[src/verilog/pdp_pkg.sv]
// pdp_pkg: beat widths, info and beat structs, pooling opcode enum, fp16 helpers
`default_nettype none

package pdp_pkg;

  ////////////////////
  // beat geometry
  ////////////////////

  // lanes per beat
  localparam int pdp_throughput = 4;
  // bits per element, fp16
  localparam int pdp_bwpe = 16;
  // nan / inf counter width
  localparam int pdp_cnt_w = 32;

  // position info, msb first
  // layer end is cube_end together with line_end
  typedef struct packed {
    logic       cube_end;
    logic       split_end;
    logic       surf_end;
    logic       pos_c;
    logic       line_end;
    logic [8:0] pos_w;
  } pdp_info_t;

  // one beat: info on top, lane 0 in the lowest bits
  typedef struct packed {
    pdp_info_t                               info;
    logic [pdp_throughput-1:0][pdp_bwpe-1:0] data;
  } pdp_beat_t;

  // pooling opcode
  typedef enum logic {
    pool_max = 1'b0,
    pool_min = 1'b1
  } pdp_pool_op_e;

  ////////////////////
  // fp16 helpers
  ////////////////////

  // exponent all ones, mantissa nonzero
  function automatic logic fp16_is_nan(input logic [pdp_bwpe-1:0] x);
    return (&x[14:10]) & (|x[9:0]);
  endfunction

  // exponent all ones, mantissa zero
  function automatic logic fp16_is_inf(input logic [pdp_bwpe-1:0] x);
    return (&x[14:10]) & ~(|x[9:0]);
  endfunction

  // unsigned key for total order compare
  // positives: flip sign bit, negatives: invert everything
  // so +nan sorts above +inf, -nan below -inf
  function automatic logic [pdp_bwpe-1:0] fp16_order_key(input logic [pdp_bwpe-1:0] x);
    if (x[pdp_bwpe-1]) begin
      return ~x;
    end
    return {1'b1, x[pdp_bwpe-2:0]};
  endfunction

endpackage

`default_nettype wire

[src/verilog/pdp_core.sv]
// pdp_core: pdp pooling slice top, decode / pool / write-out stages
`default_nettype none

module pdp_core (
  input  wire                           nvdla_core_clk,
  input  wire                           nvdla_core_rstn,
  // register side
  input  wire                           reg2dp_op_en,
  input  wire                           reg2dp_flying_mode,
  input  wire                           reg2dp_nan_to_zero,
  input  wire pdp_pkg::pdp_pool_op_e    reg2dp_pool_op,
  input  wire [2:0]                     reg2dp_kernel_width,
  output logic [pdp_pkg::pdp_cnt_w-1:0] dp2reg_nan_input_num,
  output logic [pdp_pkg::pdp_cnt_w-1:0] dp2reg_inf_input_num,
  output logic                          dp2reg_done,
  // read dma in
  input  wire                           rdma2dp_valid,
  input  wire pdp_pkg::pdp_beat_t       rdma2dp_pd,
  output logic                          rdma2dp_ready,
  // write dma out
  output pdp_pkg::pdp_beat_t            dp2wdma_pd,
  output logic                          dp2wdma_valid,
  input  wire                           dp2wdma_ready
);
  import pdp_pkg::*;

  // decode to pool
  pdp_beat_t nan_preproc_pd;
  logic      nan_preproc_pvld;
  logic      nan_preproc_prdy;
  // pool to write-out
  pdp_beat_t pool_pd;
  logic      pool_pvld;
  logic      pool_prdy;

  ////////////////////
  // stages
  ////////////////////

  // gate, nan flush, counters
  pdp_nan u_nan (
    .nvdla_core_clk       (nvdla_core_clk),
    .nvdla_core_rstn      (nvdla_core_rstn),
    .dp2reg_done          (dp2reg_done),
    .reg2dp_op_en         (reg2dp_op_en),
    .reg2dp_flying_mode   (reg2dp_flying_mode),
    .reg2dp_nan_to_zero   (reg2dp_nan_to_zero),
    .rdma2dp_valid        (rdma2dp_valid),
    .rdma2dp_pd           (rdma2dp_pd),
    .rdma2dp_ready        (rdma2dp_ready),
    .nan_preproc_pd       (nan_preproc_pd),
    .nan_preproc_pvld     (nan_preproc_pvld),
    .nan_preproc_prdy     (nan_preproc_prdy),
    .dp2reg_nan_input_num (dp2reg_nan_input_num),
    .dp2reg_inf_input_num (dp2reg_inf_input_num)
  );

  // max/min windows
  pdp_pool_calc u_pool_calc (
    .nvdla_core_clk      (nvdla_core_clk),
    .nvdla_core_rstn     (nvdla_core_rstn),
    .nan_preproc_pd      (nan_preproc_pd),
    .nan_preproc_pvld    (nan_preproc_pvld),
    .nan_preproc_prdy    (nan_preproc_prdy),
    .reg2dp_pool_op      (reg2dp_pool_op),
    .reg2dp_kernel_width (reg2dp_kernel_width),
    .pool_pd             (pool_pd),
    .pool_pvld           (pool_pvld),
    .pool_prdy           (pool_prdy)
  );

  // output reg + done pulse, done loops back to counters
  pdp_wdma_out u_wdma_out (
    .nvdla_core_clk  (nvdla_core_clk),
    .nvdla_core_rstn (nvdla_core_rstn),
    .pool_pd         (pool_pd),
    .pool_pvld       (pool_pvld),
    .pool_prdy       (pool_prdy),
    .dp2wdma_pd      (dp2wdma_pd),
    .dp2wdma_valid   (dp2wdma_valid),
    .dp2wdma_ready   (dp2wdma_ready),
    .dp2reg_done     (dp2reg_done)
  );

endmodule

`default_nettype wire

[src/verilog/pdp_nan.sv]
// pdp_nan: op_en gate, nan/inf classification, nan flush, per-layer nan/inf counters
`default_nettype none

module pdp_nan (
  input  wire                             nvdla_core_clk,
  input  wire                             nvdla_core_rstn,
  input  wire                             dp2reg_done,
  input  wire                             reg2dp_op_en,
  input  wire                             reg2dp_flying_mode,
  input  wire                             reg2dp_nan_to_zero,
  input  wire                             rdma2dp_valid,
  input  wire pdp_pkg::pdp_beat_t         rdma2dp_pd,
  output logic                            rdma2dp_ready,
  output pdp_pkg::pdp_beat_t              nan_preproc_pd,
  output logic                            nan_preproc_pvld,
  input  wire                             nan_preproc_prdy,
  output logic [pdp_pkg::pdp_cnt_w-1:0]   dp2reg_nan_input_num,
  output logic [pdp_pkg::pdp_cnt_w-1:0]   dp2reg_inf_input_num
);
  import pdp_pkg::*;

  logic                                    op_en_d1;
  logic                                    op_en_load;
  logic                                    onfly_en;
  logic                                    waiting_for_op_en;
  logic                                    load_din;
  logic                                    layer_end;
  logic [pdp_throughput-1:0]               dat_is_nan;
  logic [pdp_throughput-1:0]               dat_is_inf;
  logic [2:0]                              nan_num;
  logic [2:0]                              inf_num;
  logic [pdp_throughput-1:0][pdp_bwpe-1:0] din_data;
  logic [pdp_cnt_w-1:0]                    nan_in_count;
  logic [pdp_cnt_w-1:0]                    inf_in_count;
  logic [pdp_cnt_w-1:0]                    nan_cnt_nxt;
  logic [pdp_cnt_w-1:0]                    inf_cnt_nxt;
  logic [1:0][pdp_cnt_w-1:0]               nan_bank;
  logic [1:0][pdp_cnt_w-1:0]               inf_bank;
  logic                                    layer_flag;
  logic                                    wdma_layer_flag;

  ////////////////////
  // input handshake
  ////////////////////

  // open when output reg empty or draining, and gate not waiting
  assign rdma2dp_ready = (~nan_preproc_pvld | nan_preproc_prdy) & ~waiting_for_op_en;
  assign load_din      = rdma2dp_valid & rdma2dp_ready;
  // flying_mode 0 is on-fly
  assign onfly_en      = ~reg2dp_flying_mode;

  ////////////////////
  // op_en gate
  ////////////////////

  always_ff @(posedge nvdla_core_clk or negedge nvdla_core_rstn) begin
    if (!nvdla_core_rstn) begin
      op_en_d1 <= 1'b0;
    end else begin
      op_en_d1 <= reg2dp_op_en;
    end
  end

  // rising edge of op_en
  assign op_en_load = reg2dp_op_en & ~op_en_d1;
  // last beat of the layer taken this cycle
  assign layer_end  = load_din & rdma2dp_pd.info.cube_end & rdma2dp_pd.info.line_end;

  // closed out of reset
  // layer end wins over a coincident op_en edge
  always_ff @(posedge nvdla_core_clk or negedge nvdla_core_rstn) begin
    if (!nvdla_core_rstn) begin
      waiting_for_op_en <= 1'b1;
    end else if (layer_end & ~onfly_en) begin
      waiting_for_op_en <= 1'b1;
    end else if (op_en_load) begin
      // on-fly keeps rdma side shut
      waiting_for_op_en <= onfly_en;
    end
  end

  ////////////////////
  // classify + flush
  ////////////////////

  always_comb begin
    nan_num = 3'd0;
    inf_num = 3'd0;
    for (int i = 0; i < pdp_throughput; i++) begin
      dat_is_nan[i] = fp16_is_nan(rdma2dp_pd.data[i]);
      dat_is_inf[i] = fp16_is_inf(rdma2dp_pd.data[i]);
      nan_num       = nan_num + {2'b00, dat_is_nan[i]};
      inf_num       = inf_num + {2'b00, dat_is_inf[i]};
      // nan lanes forced to +0 when flush enabled
      din_data[i]   = (dat_is_nan[i] & reg2dp_nan_to_zero) ? '0 : rdma2dp_pd.data[i];
    end
  end

  // output payload
  always_ff @(posedge nvdla_core_clk) begin
    if (load_din) begin
      nan_preproc_pd.info <= rdma2dp_pd.info;
      nan_preproc_pd.data <= din_data;
    end
  end

  always_ff @(posedge nvdla_core_clk or negedge nvdla_core_rstn) begin
    if (!nvdla_core_rstn) begin
      nan_preproc_pvld <= 1'b0;
    end else if (load_din) begin
      nan_preproc_pvld <= 1'b1;
    end else if (nan_preproc_prdy) begin
      nan_preproc_pvld <= 1'b0;
    end
  end

  ////////////////////
  // nan / inf counts
  ////////////////////

  assign nan_cnt_nxt = nan_in_count + pdp_cnt_w'(nan_num);
  assign inf_cnt_nxt = inf_in_count + pdp_cnt_w'(inf_num);

  // running count, dumped into alternating bank at layer end
  always_ff @(posedge nvdla_core_clk or negedge nvdla_core_rstn) begin
    if (!nvdla_core_rstn) begin
      nan_in_count <= '0;
      inf_in_count <= '0;
      nan_bank     <= '0;
      inf_bank     <= '0;
      layer_flag   <= 1'b0;
    end else if (layer_end) begin
      nan_bank[layer_flag] <= nan_cnt_nxt;
      inf_bank[layer_flag] <= inf_cnt_nxt;
      layer_flag           <= ~layer_flag;
      nan_in_count         <= '0;
      inf_in_count         <= '0;
    end else if (load_din) begin
      nan_in_count <= nan_cnt_nxt;
      inf_in_count <= inf_cnt_nxt;
    end
  end

  // report side follows done pulses, same ping-pong order
  always_ff @(posedge nvdla_core_clk or negedge nvdla_core_rstn) begin
    if (!nvdla_core_rstn) begin
      wdma_layer_flag      <= 1'b0;
      dp2reg_nan_input_num <= '0;
      dp2reg_inf_input_num <= '0;
    end else if (dp2reg_done) begin
      wdma_layer_flag      <= ~wdma_layer_flag;
      dp2reg_nan_input_num <= nan_bank[wdma_layer_flag];
      dp2reg_inf_input_num <= inf_bank[wdma_layer_flag];
    end
  end

  // gate shut the cycle after an off-fly layer end or an on-fly op_en edge
  gate_closes_a : assert property (@(posedge nvdla_core_clk) disable iff (!nvdla_core_rstn)
    ((layer_end & ~onfly_en) | (op_en_load & onfly_en)) |=> !rdma2dp_ready);

endmodule

`default_nettype wire

[src/verilog/pdp_pool_calc.sv]
// pdp_pool_calc: per-lane 1-d max/min pooling over a beat window, window FSM
`default_nettype none

module pdp_pool_calc (
  input  wire                        nvdla_core_clk,
  input  wire                        nvdla_core_rstn,
  input  wire pdp_pkg::pdp_beat_t    nan_preproc_pd,
  input  wire                        nan_preproc_pvld,
  output logic                       nan_preproc_prdy,
  input  wire pdp_pkg::pdp_pool_op_e reg2dp_pool_op,
  input  wire [2:0]                  reg2dp_kernel_width,
  output pdp_pkg::pdp_beat_t         pool_pd,
  output logic                       pool_pvld,
  input  wire                        pool_prdy
);
  import pdp_pkg::*;

  typedef enum logic {
    win_idle,
    win_accum
  } win_state_e;

  win_state_e                              win_state;
  logic [2:0]                              beat_cnt;
  logic [2:0]                              last_cnt;
  logic                                    load_din;
  logic                                    win_last;
  logic [pdp_throughput-1:0][pdp_bwpe-1:0] acc_data;
  logic [pdp_throughput-1:0][pdp_bwpe-1:0] cmb_data;

  // keep acc or take new lane, by total-order key
  function automatic logic [pdp_bwpe-1:0] pool_pick(input pdp_pool_op_e op,
                                                    input logic [pdp_bwpe-1:0] acc,
                                                    input logic [pdp_bwpe-1:0] din);
    logic take_din;
    if (op == pool_max) begin
      take_din = fp16_order_key(din) > fp16_order_key(acc);
    end else begin
      take_din = fp16_order_key(din) < fp16_order_key(acc);
    end
    return take_din ? din : acc;
  endfunction

  ////////////////////
  // window control
  ////////////////////

  // stall while a result sits unaccepted
  assign nan_preproc_prdy = ~pool_pvld | pool_prdy;
  assign load_din         = nan_preproc_pvld & nan_preproc_prdy;

  // kernel width 0 behaves as 1
  assign last_cnt = (reg2dp_kernel_width == 3'd0) ? 3'd0 : reg2dp_kernel_width - 3'd1;
  // full window or line end, whichever first
  assign win_last = (beat_cnt >= last_cnt) | nan_preproc_pd.info.line_end;

  always_ff @(posedge nvdla_core_clk or negedge nvdla_core_rstn) begin
    if (!nvdla_core_rstn) begin
      win_state <= win_idle;
      beat_cnt  <= 3'd0;
    end else if (load_din) begin
      if (win_last) begin
        win_state <= win_idle;
        beat_cnt  <= 3'd0;
      end else begin
        win_state <= win_accum;
        beat_cnt  <= beat_cnt + 3'd1;
      end
    end
  end

  ////////////////////
  // lane datapath
  ////////////////////

  // first beat of a window loads as is
  always_comb begin
    for (int i = 0; i < pdp_throughput; i++) begin
      if (win_state == win_idle) begin
        cmb_data[i] = nan_preproc_pd.data[i];
      end else begin
        cmb_data[i] = pool_pick(reg2dp_pool_op, acc_data[i], nan_preproc_pd.data[i]);
      end
    end
  end

  // acc for mid-window beats, result reg gets the closing beat
  always_ff @(posedge nvdla_core_clk) begin
    if (load_din) begin
      if (win_last) begin
        pool_pd.info <= nan_preproc_pd.info;
        pool_pd.data <= cmb_data;
      end else begin
        acc_data <= cmb_data;
      end
    end
  end

  always_ff @(posedge nvdla_core_clk or negedge nvdla_core_rstn) begin
    if (!nvdla_core_rstn) begin
      pool_pvld <= 1'b0;
    end else if (load_din & win_last) begin
      pool_pvld <= 1'b1;
    end else if (pool_prdy) begin
      pool_pvld <= 1'b0;
    end
  end

  // held result stays put until taken
  pool_hold_a : assert property (@(posedge nvdla_core_clk) disable iff (!nvdla_core_rstn)
    (pool_pvld && !pool_prdy) |=> (pool_pvld && $stable(pool_pd)));

endmodule

`default_nettype wire

[src/verilog/pdp_wdma_out.sv]
// pdp_wdma_out: write-side output register, layer-end detect, done pulse
`default_nettype none

module pdp_wdma_out (
  input  wire                     nvdla_core_clk,
  input  wire                     nvdla_core_rstn,
  input  wire pdp_pkg::pdp_beat_t pool_pd,
  input  wire                     pool_pvld,
  output logic                    pool_prdy,
  output pdp_pkg::pdp_beat_t      dp2wdma_pd,
  output logic                    dp2wdma_valid,
  input  wire                     dp2wdma_ready,
  output logic                    dp2reg_done
);

  logic load_pool;
  logic out_xfer;
  logic out_layer_end;

  ////////////////////
  // output register
  ////////////////////

  // take a new result when empty or draining
  assign pool_prdy = ~dp2wdma_valid | dp2wdma_ready;
  assign load_pool = pool_pvld & pool_prdy;

  always_ff @(posedge nvdla_core_clk) begin
    if (load_pool) begin
      dp2wdma_pd <= pool_pd;
    end
  end

  always_ff @(posedge nvdla_core_clk or negedge nvdla_core_rstn) begin
    if (!nvdla_core_rstn) begin
      dp2wdma_valid <= 1'b0;
    end else if (load_pool) begin
      dp2wdma_valid <= 1'b1;
    end else if (dp2wdma_ready) begin
      dp2wdma_valid <= 1'b0;
    end
  end

  ////////////////////
  // layer done
  ////////////////////

  assign out_xfer      = dp2wdma_valid & dp2wdma_ready;
  // cube end on a line end closes the layer
  assign out_layer_end = dp2wdma_pd.info.cube_end & dp2wdma_pd.info.line_end;

  // one pulse, cycle after the last beat leaves
  always_ff @(posedge nvdla_core_clk or negedge nvdla_core_rstn) begin
    if (!nvdla_core_rstn) begin
      dp2reg_done <= 1'b0;
    end else begin
      dp2reg_done <= out_xfer & out_layer_end;
    end
  end

  // upstream gate keeps layer ends apart
  done_single_a : assert property (@(posedge nvdla_core_clk) disable iff (!nvdla_core_rstn)
    dp2reg_done |=> !dp2reg_done);

endmodule

`default_nettype wire
[config.mk]
export PLATFORM = sky130hd
export DESIGN_NAME = pdp_core
export DESIGN_NICKNAME = d
export VERILOG_FILES = /design/src/verilog/pdp_pkg.sv /design/src/verilog/pdp_core.sv /design/src/verilog/pdp_nan.sv /design/src/verilog/pdp_pool_calc.sv /design/src/verilog/pdp_wdma_out.sv
export SDC_FILE = /design/constraint.sdc
export NUM_CORES = 1
export LEC_CHECK = 0
export ABC_AREA = 0
export BUFFER_PORTS_ARGS = -buffer_cell sky130_fd_sc_hd__buf_4
export CORE_ASPECT_RATIO = 1.25
export CORE_MARGIN = 2
export CORE_UTILIZATION = 25
export CTS_CLUSTER_DIAMETER = 50
export DETAILED_ROUTE_END_ITERATION = 10
export GPL_ROUTABILITY_DRIVEN = 0
export PLACE_DENSITY = 0.49
export SETUP_SLACK_MARGIN = 0.1
export SLEW_MARGIN = 20
export SYNTH_ARGS = -nofsm -noshare
export SYNTH_HDL_FRONTEND = slang
export SYNTH_SLANG_ARGS = --single-unit
export TNS_END_PERCENT = 1
[constraint.sdc]
create_clock -name nvdla_core_clk -period 8.32 [get_ports nvdla_core_clk]
set_input_delay 0.416 -clock nvdla_core_clk [delete_from_list [all_inputs] [get_ports nvdla_core_clk]]
set_output_delay 0.416 -clock nvdla_core_clk [all_outputs]
set_load 0.005 [all_outputs]
==> impl_metrics.csv, run 1 <==
group,metric,value,unit
logic_synthesis,avgSynthCellArea,12.6,sq um
final_layout,area_growth_syn_to_layout,23.5,%
logic_synthesis,yosys-top-cells-area,"edfxtp_1 36%, dfrtp_1 27%, ha_1 4.0%, o21ai_0 3.9%, xor2_1 3.4%",
global_route,grt.overflow.total,0,
floorplanning,num_io_pins,234,
setup_path,rr_startpoint,"u_wdma_out.dp2wdma_valid$_DFFE_PN0P_",
setup_path,cp_cell_sequence,"and3b_1 -> a21oi_1 -> nand2_1 -> buf_4 -> inv_4 -> nand4_1 -> buf_4 -> mux2_2",
routing,drt-wirelength-per-cell,17.4,microns
place,io_buffers,233,
logic_synthesis,ys_seq_area_share,62.5,%
sta,finalSetupViolations,0,
setup_path,startpoint_type,"flip-flop",
sta,finalClockSkew,0.0268,ns
sta,period_minus_slack,4.13,ns
setup_path,crit_fanout,103,
sta,fmax,242,MHz
final_layout,mostFrequentLayoutCells,"298 x edfxtp_1, 265 x dfrtp_1, 244 x buf_4",
place,post-dp-hpwl,41700,microns
final_layout,final_core_util,31.2,%
logic_synthesis,synth_warnings,0,
floorplanning,die-area,103000,sq um
power,p_sw,2.33,mW
hold_path,hold_class,"in2reg",
routing,wl,62700,microns
setup_path,crit_top_cell,"buf_4",
job,cap_violations,0,
hold_path,hp-start,"reg2dp_flying_mode",
setup_path,cpMaxStageDelayCell,"nand4_1",
logic_synthesis,synth_cells,1990,
routing,antenna_left,0,
outcome,status,"complete, no violations",
floorplanning,initial_core_util,25.3,%
logic_synthesis,synthArstFlopShare,47.3,%
logic_synthesis,ys_types,63,
clock_network,cts_setup_buffers,0,
logic_synthesis,synth_top_area_cell,"edfxtp_1",
power,power_density,272,nW/um^2
sta,drv_slew,0,
setup_path,cp_slowest_stage_delay,0.89,ns
power,seqPwrFrac,43.6,%
setup_path,critPathBufInv,3,
clock_network,clock_latency,0.61,ns
hold_path,whs_endpoint,"u_nan.waiting_for_op_en$_DFFE_PN1P_",
final_layout,final_layout_size_suffix_gt1_share,20.6,%
setup_path,reg2reg_to,"u_nan.nan_bank[33]$_DFFE_PN0P_",
setup_path,r2r_slack,4.19,ns
global_route,grt_pass1_wl,96400,microns
global_route,antenna_found_initial,0,
power,p_sw_share,27.8,%
logic_synthesis,ys.flop_type,"edfxtp_1",
global_route,grt_max_degree,185,
power,vdd_drop_max,0.000171,V
setup_path,crit_family,"buffers and inverters",
sta,slew-limit-headroom,28.9,%
global_route,grt_pass1_vias,16600,
routing,first_pass_iters,5,
sta,setup_tns,0,ns
setup_path,path_class,"reg2reg",
sta,holdWs,0.0458,ns
power,p_clk_share,39.4,%
floorplanning,rows,129,
setup_path,required,8.80,ns
setup_path,ff2ff_path_depth,8,
logic_synthesis,yosysTopAreaCellShare,35.7,%
setup_path,arrival,4.61,ns
routing,vias,15900,
logic_synthesis,synth_area,25000,sq um
logic_synthesis,synth_enable_flop_cells,298,
sta,grt_setup_unrepaired,"no",
clock_network,cts_tree,"done",
clock_network,clk_pin_slew,0.06,ns
final_layout,final_common_cell,"edfxtp_1",
floorplanning,dieWidth,287,microns
clock_network,cts_sinks,566,
logic_synthesis,syn_nets,2163,
clock_network,cts.htree.levels,3,
clock_network,cts_inserted_buffers,74,
final_layout,nets,2398,
floorplanning,design.core.area,99100,sq um
routing,viasPerCell,4.43,
setup_path,worstSetupEndpointType,"flip-flop",
clock_network,cts_buffer_depth,3,
sta,worst_slew_pin_slew,1.07,ns
power,internal_power,6.07,mW
sta,min_period_over_period,49.7,%
logic_synthesis,ys_ff_latch,566,
global_route,gr-usage-all-layers,12.0,%
final_layout,diodes,0,
power,comb_power_share,17.0,%
routing,drt-initial-drc-count,810,
floorplanning,die_h,358,microns
hold_path,whs_path_depth,2,
routing,route.detailed.drc,0,
power,total_leakage_power,12.3,nW
sta,finalHoldViolCount,0,
clock_network,cts_root_buf,"clkbuf_16",
==> stage by stage <==
stage	instance area [sq um]	instances	power (mW)	setup slack, ns
3_5_place_dp	28100	3442	5.17	3.69
2_1_floorplan	25000	1990	4.41	2.77
6_report	30900	3596	8.40	4.19
3_3_place_gp	28100	3442	5.15	3.71
5_1_grt	30900	3596	8.83	3.85
4_1_cts	30900	3594	8.56	3.99
==> layout make-up <==
class | instances | area, sq um
timing repair buffer | 263 | 2060
clock buffer | 89 | 2010
clock inverter | 48 | 562
multi-input combinational | 1306 | 8930
fill | 10000 | 68200
sequential | 566 | 15700
tap | 1310 | 1640
inverter | 14 | 55.1
==> routing by layer <==
layer  wire length (microns)  vias to the layer above  GRT usage [%]
met1                   28300                     7838           15.7
met5                       0                        -              0
li1                        -                     7633              -
met4                    1370                        0           3.65
met2                   29700                      373           20.1
met3                    3340                       96           2.54
==> registers in the layout, summed over array words and instances, names as in the netlist <==
register                    flops
u_nan.dp2reg_inf_input_num     32
u_nan.dp2reg_nan_input_num     32
u_nan.inf_bank                 64
u_nan.inf_in_count             32
u_nan.layer_flag                1
u_nan.nan_bank                 64
u_nan.nan_in_count             32
u_nan.nan_preproc_pd           78
u_nan.nan_preproc_pvld          1
u_nan.op_en_d1                  1
u_nan.waiting_for_op_en         1
u_nan.wdma_layer_flag           1
u_pool_calc.acc_data           64
u_pool_calc.beat_cnt            3
u_pool_calc.pool_pd            78
u_pool_calc.pool_pvld           1
u_pool_calc.win_state           1
u_wdma_out.dp2reg_done          1
u_wdma_out.dp2wdma_pd          78
u_wdma_out.dp2wdma_valid        1
==> logic make-up (layout without fill, tap and decap cells) <==
family	after synthesis	in the layout	synth area share [%]
simple gates	514	514	10.1
compound gates	391	391	8.71
fa+ha+maj	84	84	4.32
mux	136	136	6.06
xor+xnor	181	181	6.33
flops	566	566	62.5
buf+inv	118	414	1.95
==> synthesized netlist by cell type, types with 3 or more instances <==
library cell / n
a2111oi_0: 3
a211oi_1: 3
a21o_1: 15
a21oi_1: 103
a22o_1: 5
a31oi_1: 11
a41oi_1: 4
and2_1: 66
and3_1: 14
and4_1: 6
buf_1: 13
buf_2: 9
buf_4: 3
buf_6: 3
clkbuf_1: 76
dfrtp_1: 267
edfxtp_1: 298
fa_1: 4
ha_1: 80
inv_1: 13
mux2_2: 58
mux2_4: 11
mux2i_1: 64
nand2_1: 215
nand2b_1: 6
nand3_1: 35
nand4_1: 28
nor2_1: 84
nor2b_1: 11
nor3_1: 10
nor4_1: 16
nor4_4: 3
o211ai_1: 4
o21ai_0: 197
o21ai_1: 8
o31ai_1: 28
or2_2: 3
or3_1: 3
or4b_1: 3
xnor2_1: 83
xor2_1: 98
==> worst reg2reg max path: cells and delay by family, from the launching register on <==
kind / cells / cell delay, ns
compound gates: 1 / 0.20
buf+inv: 3 / 1.67
flops: 1 / 0.41
mux: 1 / 0.49
simple gates: 3 / 1.25
==> power by group through the flow <==
stage	combinational (mW)	clock [mW]	sequential, mW
floorplan	0.788	0	3.63
global placement	1.43	0	3.71
detailed placement	1.45	0	3.72
CTS	1.47	3.43	3.67
global route	1.58	3.54	3.71
finish	1.43	3.31	3.66
==> what timing repair did <==
action	CTS	global route
hold endpoints to repair	97	0
hold buffers	15	0
gates resized for setup	0	0
==> worst max-delay path by stage <==
stage	from	end	cells after the start
after floorplan	reg2dp_kernel_width[1]	u_pool_calc.pool_pvld$_DFFE_PN0P_	10
after global placement	rdma2dp_pd[21]	u_nan.inf_bank[28]$_DFFE_PN0P_	16
after detailed placement	rdma2dp_pd[21]	u_nan.inf_bank[52]$_DFFE_PN0P_	15
after CTS	u_wdma_out.dp2wdma_valid$_DFFE_PN0P_	u_nan.nan_bank[32]$_DFFE_PN0P_	8
after global routing	u_wdma_out.dp2wdma_valid$_DFFE_PN0P_	u_nan.nan_bank[32]$_DFFE_PN0P_	8
final	u_wdma_out.dp2wdma_valid$_DFFE_PN0P_	u_nan.nan_bank[33]$_DFFE_PN0P_	8
Power figures use the tool's default switching activity.
==> run 2, diff against run 1 <==
PLACE_DENSITY = 0.51   (was 0.49)
clock period = 3.45 ns   (was 8.32 ns; I/O delays follow)
==> run 2 against run 1 <==
Net effect: critical endpoint is now u_nan.inf_bank[16]$_DFFE_PN0P_; clock skew shrank 0.0011 ns; sequential share of layout area decreased by 2.9 points; register-to-register slack worse by 3.9 ns.
==> impl_metrics.csv, run 2 (synthesized netlist as in run 1, its figures left out) <==
group,metric,value,unit
sta,setup_tns,0,ns
place,io_buffers,233,
power,p_total,20.7,mW
global_route,grt_pass1_wl,98400,microns
place,dpl_worst_slack,-0.649,ns
final_layout,stdcell_count,3770,
floorplanning,initial_core_util,25.3,%
power,p_clk_share,39.6,%
floorplanning,num_io_pins,234,
power,power_density,631,nW/um^2
floorplanning,die_h,358,microns
place,post-dp-hpwl,42600,microns
final_layout,area_growth_syn_to_layout,31.0,%
power,p_sw,5.79,mW
final_layout,final_core_util,33.1,%
sta,finalHoldViolCount,0,
sta,grt_setup_unrepaired,"yes",
sta,finalWorstSetupSlack,0.192,ns
setup_path,arrival,3.73,ns
routing,first_pass_iters,5,
clock_network,cts_inserted_buffers,78,
floorplanning,dieWidth,287,microns
setup_path,crit_fanout,5,
power,vdd_drop_max,0.000365,V
sta,drv_slew,0,
power,seqPwrFrac,42.5,%
setup_path,r2r_slack,0.27,ns
outcome,status,"complete, no violations",
global_route,grt.overflow.total,0,
final_layout,final_common_cell,"buf_4",
setup_path,required,3.92,ns
power,total_leakage_power,13.2,nW
global_route,antenna_found_initial,3,
sta,fmax,307,MHz
routing,vias,16600,
floorplanning,rows,129,
clock_network,cts_buffer_depth,3,
power,p_sw_share,28.0,%
final_layout,reg_top3,"u_nan.nan_preproc_pd x78, u_pool_calc.pool_pd x78, u_wdma_out.dp2wdma_pd x78",
sta,slew-limit-headroom,33.6,%
place,dp.cells,3532,
floorplanning,die-area,103000,sq um
final_layout,final_layout_size_suffix_gt1_share,24.5,%
clock_network,clk_pin_slew,0.06,ns
routing,antenna_left,0,
sta,finalClockSkew,0.0258,ns
sta,worst_slew_pin_slew,0.996,ns
routing,drt-wirelength-per-cell,17.0,microns
setup_path,startpoint_type,"input pin",
clock_network,cts_sinks,566,
final_layout,nets,2566,
routing,route.detailed.drc,0,
floorplanning,design.core.area,99100,sq um
routing,wl,64100,microns
sta,period_minus_slack,3.26,ns
clock_network,cts.htree.levels,3,
final_layout,fin_area,32800,sq um
clock_network,cts_tree,"done",
power,comb_power_share,17.8,%
setup_path,worstSetupEndpointType,"flip-flop",
global_route,gr-usage-all-layers,12.3,%
sta,holdWs,0.211,ns
hold_path,hold_class,"in2async",
routing,wl_met1,28400,microns
clock_network,cts_root_buf,"clkbuf_16",
routing,viasPerCell,4.40,
final_layout,mostFrequentLayoutCells,"319 x buf_4, 298 x edfxtp_1, 265 x dfrtp_1",
place,placed_cell_area,29000,sq um
routing,drt-initial-drc-count,990,
job,cap_violations,0,
sta,min_period_over_period,94.4,%
clock_network,clock_latency,0.62,ns
power,internal_power,14.9,mW
routing,wl_met3,3740,microns
global_route,grt_max_degree,120,
routing,route.met2.wl,30200,microns
global_route,grt_pass1_vias,17100,
setup_path,path_class,"in2reg",
sta,finalSetupViolations,0,
routing,top_layer_used,"met5",
run 2: cell types whose count changed in the layout (fill, tap and decap cells not counted), moves of 4 or more:
cell	previous run	this run
buf_12	2	17
xor2_1	98	94
nand3_2	2	6
dlygate4sd3_1	15	85
nor4_1	16	12
nand3_1	35	30
buf_4	244	319
nor2_1	83	79
nor2_2	0	4
xor2_2	0	4
run 2: power groups by stage:
stage	clock (mW)	combinational, mW	sequential [mW]
6_report	8.21	3.69	8.80
3_5_place_dp	0	3.69	8.94
2_1_floorplan	0	1.90	8.73
4_1_cts	8.45	3.79	8.82
5_1_grt	8.74	4.11	8.92
3_3_place_gp	0	3.65	8.93
run 2: cell type report:
class	count	area, sq um
antenna	2	5.00
clock buffer	92	2060
clock inverter	53	633
fill	9861	66300
inverter	14	55.1
multi-input combinational	1306	9110
sequential	566	15700
tap	1310	1640
timing repair buffer	427	3640
run 2: worst paths after layout:
path	end	cells past startpoint	startpoint
setup / recovery	u_nan.inf_bank[16]$_DFFE_PN0P_	18	rdma2dp_pd[58]
hold / removal	u_pool_calc.beat_cnt[0]$_DFFE_PN0P_	2	nvdla_core_rstn
setup reg to reg	u_pool_calc.pool_pd[10]$_DFFE_PP_	10	u_pool_calc.acc_data[15]$_DFFE_PP_
hold reg to reg	u_wdma_out.dp2wdma_pd[23]$_DFFE_PP_	0	u_pool_calc.pool_pd[23]$_DFFE_PP_
max in group asynchronous	u_nan.nan_bank[23]$_DFFE_PN0P_	3	nvdla_core_rstn
min in group nvdla_core_clk	u_nan.op_en_d1$_DFF_PN0_	2	reg2dp_op_en
run 2: routing by layer:
layer | vias up | track usage (%)
met5 | - | 0
met4 | 6 | 4.31
met3 | 104 | 3.02
met2 | 395 | 20.4
met1 | 8102 | 15.7
li1 | 7965 | -
run 2: critical path, cell delays in order:
cell and delay [ns]:
dlygate4sd3_1 0.54, buf_4 0.16, and3_1 0.19, nand3_4 0.12, nor2_2 0.06, buf_4 0.14
fa_1 0.56, ha_2 0.18, inv_1 0.06, fa_2 0.39, nor2b_4 0.14, o211ai_1 0.09
buf_4 0.18, nor3b_1 0.19, buf_4 0.17, nand3_1 0.11, xor2_1 0.18, o21ai_0 0.11
run 2: repair_timing:
action	CTS	global route
gates cloned	0	2
resized for setup	2	40
setup buffers	0	4
hold endpoints to repair	199	0
endpoints found under the setup margin	24	164
hold buffers	85	0
pin swaps	5	13
==> run 3, diff against run 2 <==
--- a/config.mk
+++ b/config.mk
@@ -10,3 +10,3 @@
 export CORE_ASPECT_RATIO = 1.25
-export CORE_MARGIN = 2
+export CORE_MARGIN = 5
 export CORE_UTILIZATION = 25
==> constraint.sdc (replaced) <==
create_clock -name nvdla_core_clk -period 3.45 [get_ports nvdla_core_clk]
set_input_delay 0.5175 -clock nvdla_core_clk [delete_from_list [all_inputs] [get_ports nvdla_core_clk]]
set_output_delay 0.5175 -clock nvdla_core_clk [all_outputs]
set_load 0.005 [all_outputs]
==> run 3 against run 2 <==
Net effect: utilization fell by 0.82 points; largest power group unchanged; clock power fell by 2%; critical path type unchanged; largest cell class unchanged; fmax fell by 3.9%.
==> impl_metrics.csv, run 3 (synthesized netlist as in run 1, its figures left out) <==
group,metric,value,unit
final_layout,area_growth_syn_to_layout,28.0,%
sta,worst_slew_pin_slew,1.03,ns
final_layout,final_layout_size_suffix_gt1_share,25.7,%
routing,antenna_left,0,
sta,drv_slew,0,
global_route,grt_pass1_wl,99000,microns
place,placed_cell_area,29000,sq um
final_layout,fin_area,32000,sq um
global_route,gr-usage-all-layers,11.7,%
job,cap_violations,0,
clock_network,cts.htree.levels,3,
clock_network,clock_latency,0.62,ns
outcome,status,"complete, no violations",
setup_path,cp_cell_sequence,"buf_8 -> nor4_4 -> nand3_1 -> buf_6 -> nor2_4 -> ha_4 -> fa_2 -> ha_4 -> inv_2 -> fa_2 -> nor2b_2 -> o211ai_1 -> nor3_2 -> buf_4 -> nand2_1 -> xor2_2 -> o21ai_0",
sta,fmax,295,MHz
sta,finalHoldViolCount,0,
clock_network,cts_root_buf,"clkbuf_16",
global_route,grt_use_met3,2.47,%
setup_path,arrival,3.88,ns
routing,vias,16400,
setup_path,path_class,"in2reg",
final_layout,final_core_util,32.3,%
hold_path,hold_class,"in2reg",
clock_network,clk_pin_slew,0.06,ns
power,vdd_drop_max,0.000406,V
global_route,grt_pass1_vias,17000,
floorplanning,die_h,364,microns
setup_path,required,3.94,ns
routing,route.detailed.drc,0,
sta,grt_setup_unrepaired,"yes",
floorplanning,num_io_pins,234,
sta,finalClockSkew,0.0367,ns
sta,holdWs,0.0728,ns
floorplanning,dieWidth,293,microns
global_route,antenna_found_initial,0,
final_layout,diodes,0,
sta,finalWorstSetupSlack,0.0590,ns
routing,first_pass_iters,5,
setup_path,cp_slowest_stage_delay,0.56,ns
global_route,grt_max_degree,103,
floorplanning,die-area,107000,sq um
clock_network,cts_buffer_depth,3,
setup_path,rr_startpoint,"u_nan.nan_preproc_pd[63]$_SDFFCE_PP0P_",
routing,wl,64200,microns
floorplanning,rows,129,
power,power_density,640,nW/um^2
clock_network,cts_sinks,566,
sta,min_period_over_period,98.3,%
setup_path,worstSetupEndpointType,"flip-flop",
sta,finalSetupViolations,0,
final_layout,final_common_cell,"buf_4",
power,p_total,20.5,mW
setup_path,cpMaxStageDelayCell,"fa_2",
floorplanning,design.core.area,99300,sq um
global_route,use_met2,19.6,%
sta,slew-limit-headroom,31.1,%
clock_network,cts_tree,"done",
setup_path,critPathLaunch,"rdma2dp_pd[22]",
global_route,use_met1,15.3,%
final_layout,mostFrequentLayoutCells,"324 x buf_4, 298 x edfxtp_1, 265 x dfrtp_1",
final_layout,nets,2486,
hold_path,hp-start,"rdma2dp_pd[74]",
power,total_leakage_power,12.8,nW
final_layout,reg_top3,"u_nan.nan_preproc_pd x78, u_pool_calc.pool_pd x78, u_wdma_out.dp2wdma_pd x78",
global_route,grt.overflow.total,0,
sta,period_minus_slack,3.39,ns
clock_network,cts_inserted_buffers,78,
routing,drt-wirelength-per-cell,17.4,microns
place,dpl_worst_slack,-0.811,ns
routing,viasPerCell,4.44,
global_route,top_usage_layer,"met2",
place,post-dp-hpwl,43200,microns
routing,drt-initial-drc-count,960,
place,io_buffers,233,
setup_path,startpoint_type,"input pin",
setup_path,crit_fanout,5,
floorplanning,initial_core_util,25.2,%
final_layout,fill_cells,9873,
==> run 3: changes by cell type in the layout (fill, tap and decap cells not counted), sizes merged <==
cell and change:
buf +3, dlygate4sd3 -83, clkbuf +1, clkinvlp +2
diode -2, clkinv +1, inv -5
==> run 3: report_power, final <==
group | switching [mW] | internal [mW] | total (mW)
sequential | 0.610 | 8.20 | 8.81
combinational | 1.89 | 1.72 | 3.62
clock | 3.20 | 4.87 | 8.07
==> run 3: path summary, 6_finish.rpt <==
check | to | slack, ns | cells after the start
setup / recovery | u_nan.inf_bank[30]$_DFFE_PN0P_ | 0.06 | 17
hold / removal | u_nan.nan_preproc_pd[74]$_DFFE_PP_ | 0.07 | 1
setup reg to reg | u_pool_calc.pool_pd[60]$_DFFE_PP_ | 0.20 | 8
hold reg to reg | u_wdma_out.dp2wdma_pd[40]$_DFFE_PP_ | 0.39 | 0
max in group asynchronous | u_nan.dp2reg_inf_input_num[23]$_DFFE_PN0P_ | 2.03 | 3
min in group asynchronous | u_nan.inf_bank[51]$_DFFE_PN0P_ | 0.49 | 2
==> run 3: metal layers <==
| metal | vias up | routed length [microns] | share of wire, % |
|---|---|---|---|
| li1 | 7808 | - | - |
| met1 | 8053 | 28100 | 44 |
| met2 | 415 | 30900 | 48 |
| met3 | 93 | 3750 | 5.8 |
| met4 | 0 | 1490 | 2.3 |
| met5 | - | 0 | 0 |
==> run 3: critical path, delay by kind of cell <==
kind                     cells  cell delay, ns
XOR/XNOR                     1            0.19
AND/OR/NAND/NOR              6            1.05
buffers and inverters        4            0.51
adder cells (fa/ha/maj)      4            1.30
AO/OA/AOI/OAI                2            0.30
==> run 3: stage by stage <==
| stage | cells | setup TNS (ns) |
|---|---|---|
| after CTS | 3686 | 0 |
| after detailed placement | 3536 | -102.55 |
| after global routing | 3687 | -0.346 |
| after floorplan | 1990 | -84.90 |
| after global placement | 3536 | -98.30 |
| final | 3687 | 0 |
==> run 3: layout make-up <==
| class | instances | area (sq um) | share of cell area [%] |
|---|---|---|---|
| Clock inverter | 51 | 588 | 1.84 |
| Tap cell | 1310 | 1640 | 5.12 |
| Timing Repair Buffer | 347 | 2840 | 8.85 |
| Sequential cell | 566 | 15700 | 48.9 |
| Clock buffer | 93 | 2050 | 6.40 |
| Multi-Input combinational cell | 1306 | 9210 | 28.7 |
| Inverter | 14 | 55.1 | 0.172 |
==> run 3: repair_timing <==
action	4_1_cts	5_1_grt
gates cloned	1	0
hold buffers	2	0
setup endpoints to repair	90	160
gates resized for setup	25	42
buffers inserted	3	1
endpoints found under the hold margin	87	0
pin swaps	11	22
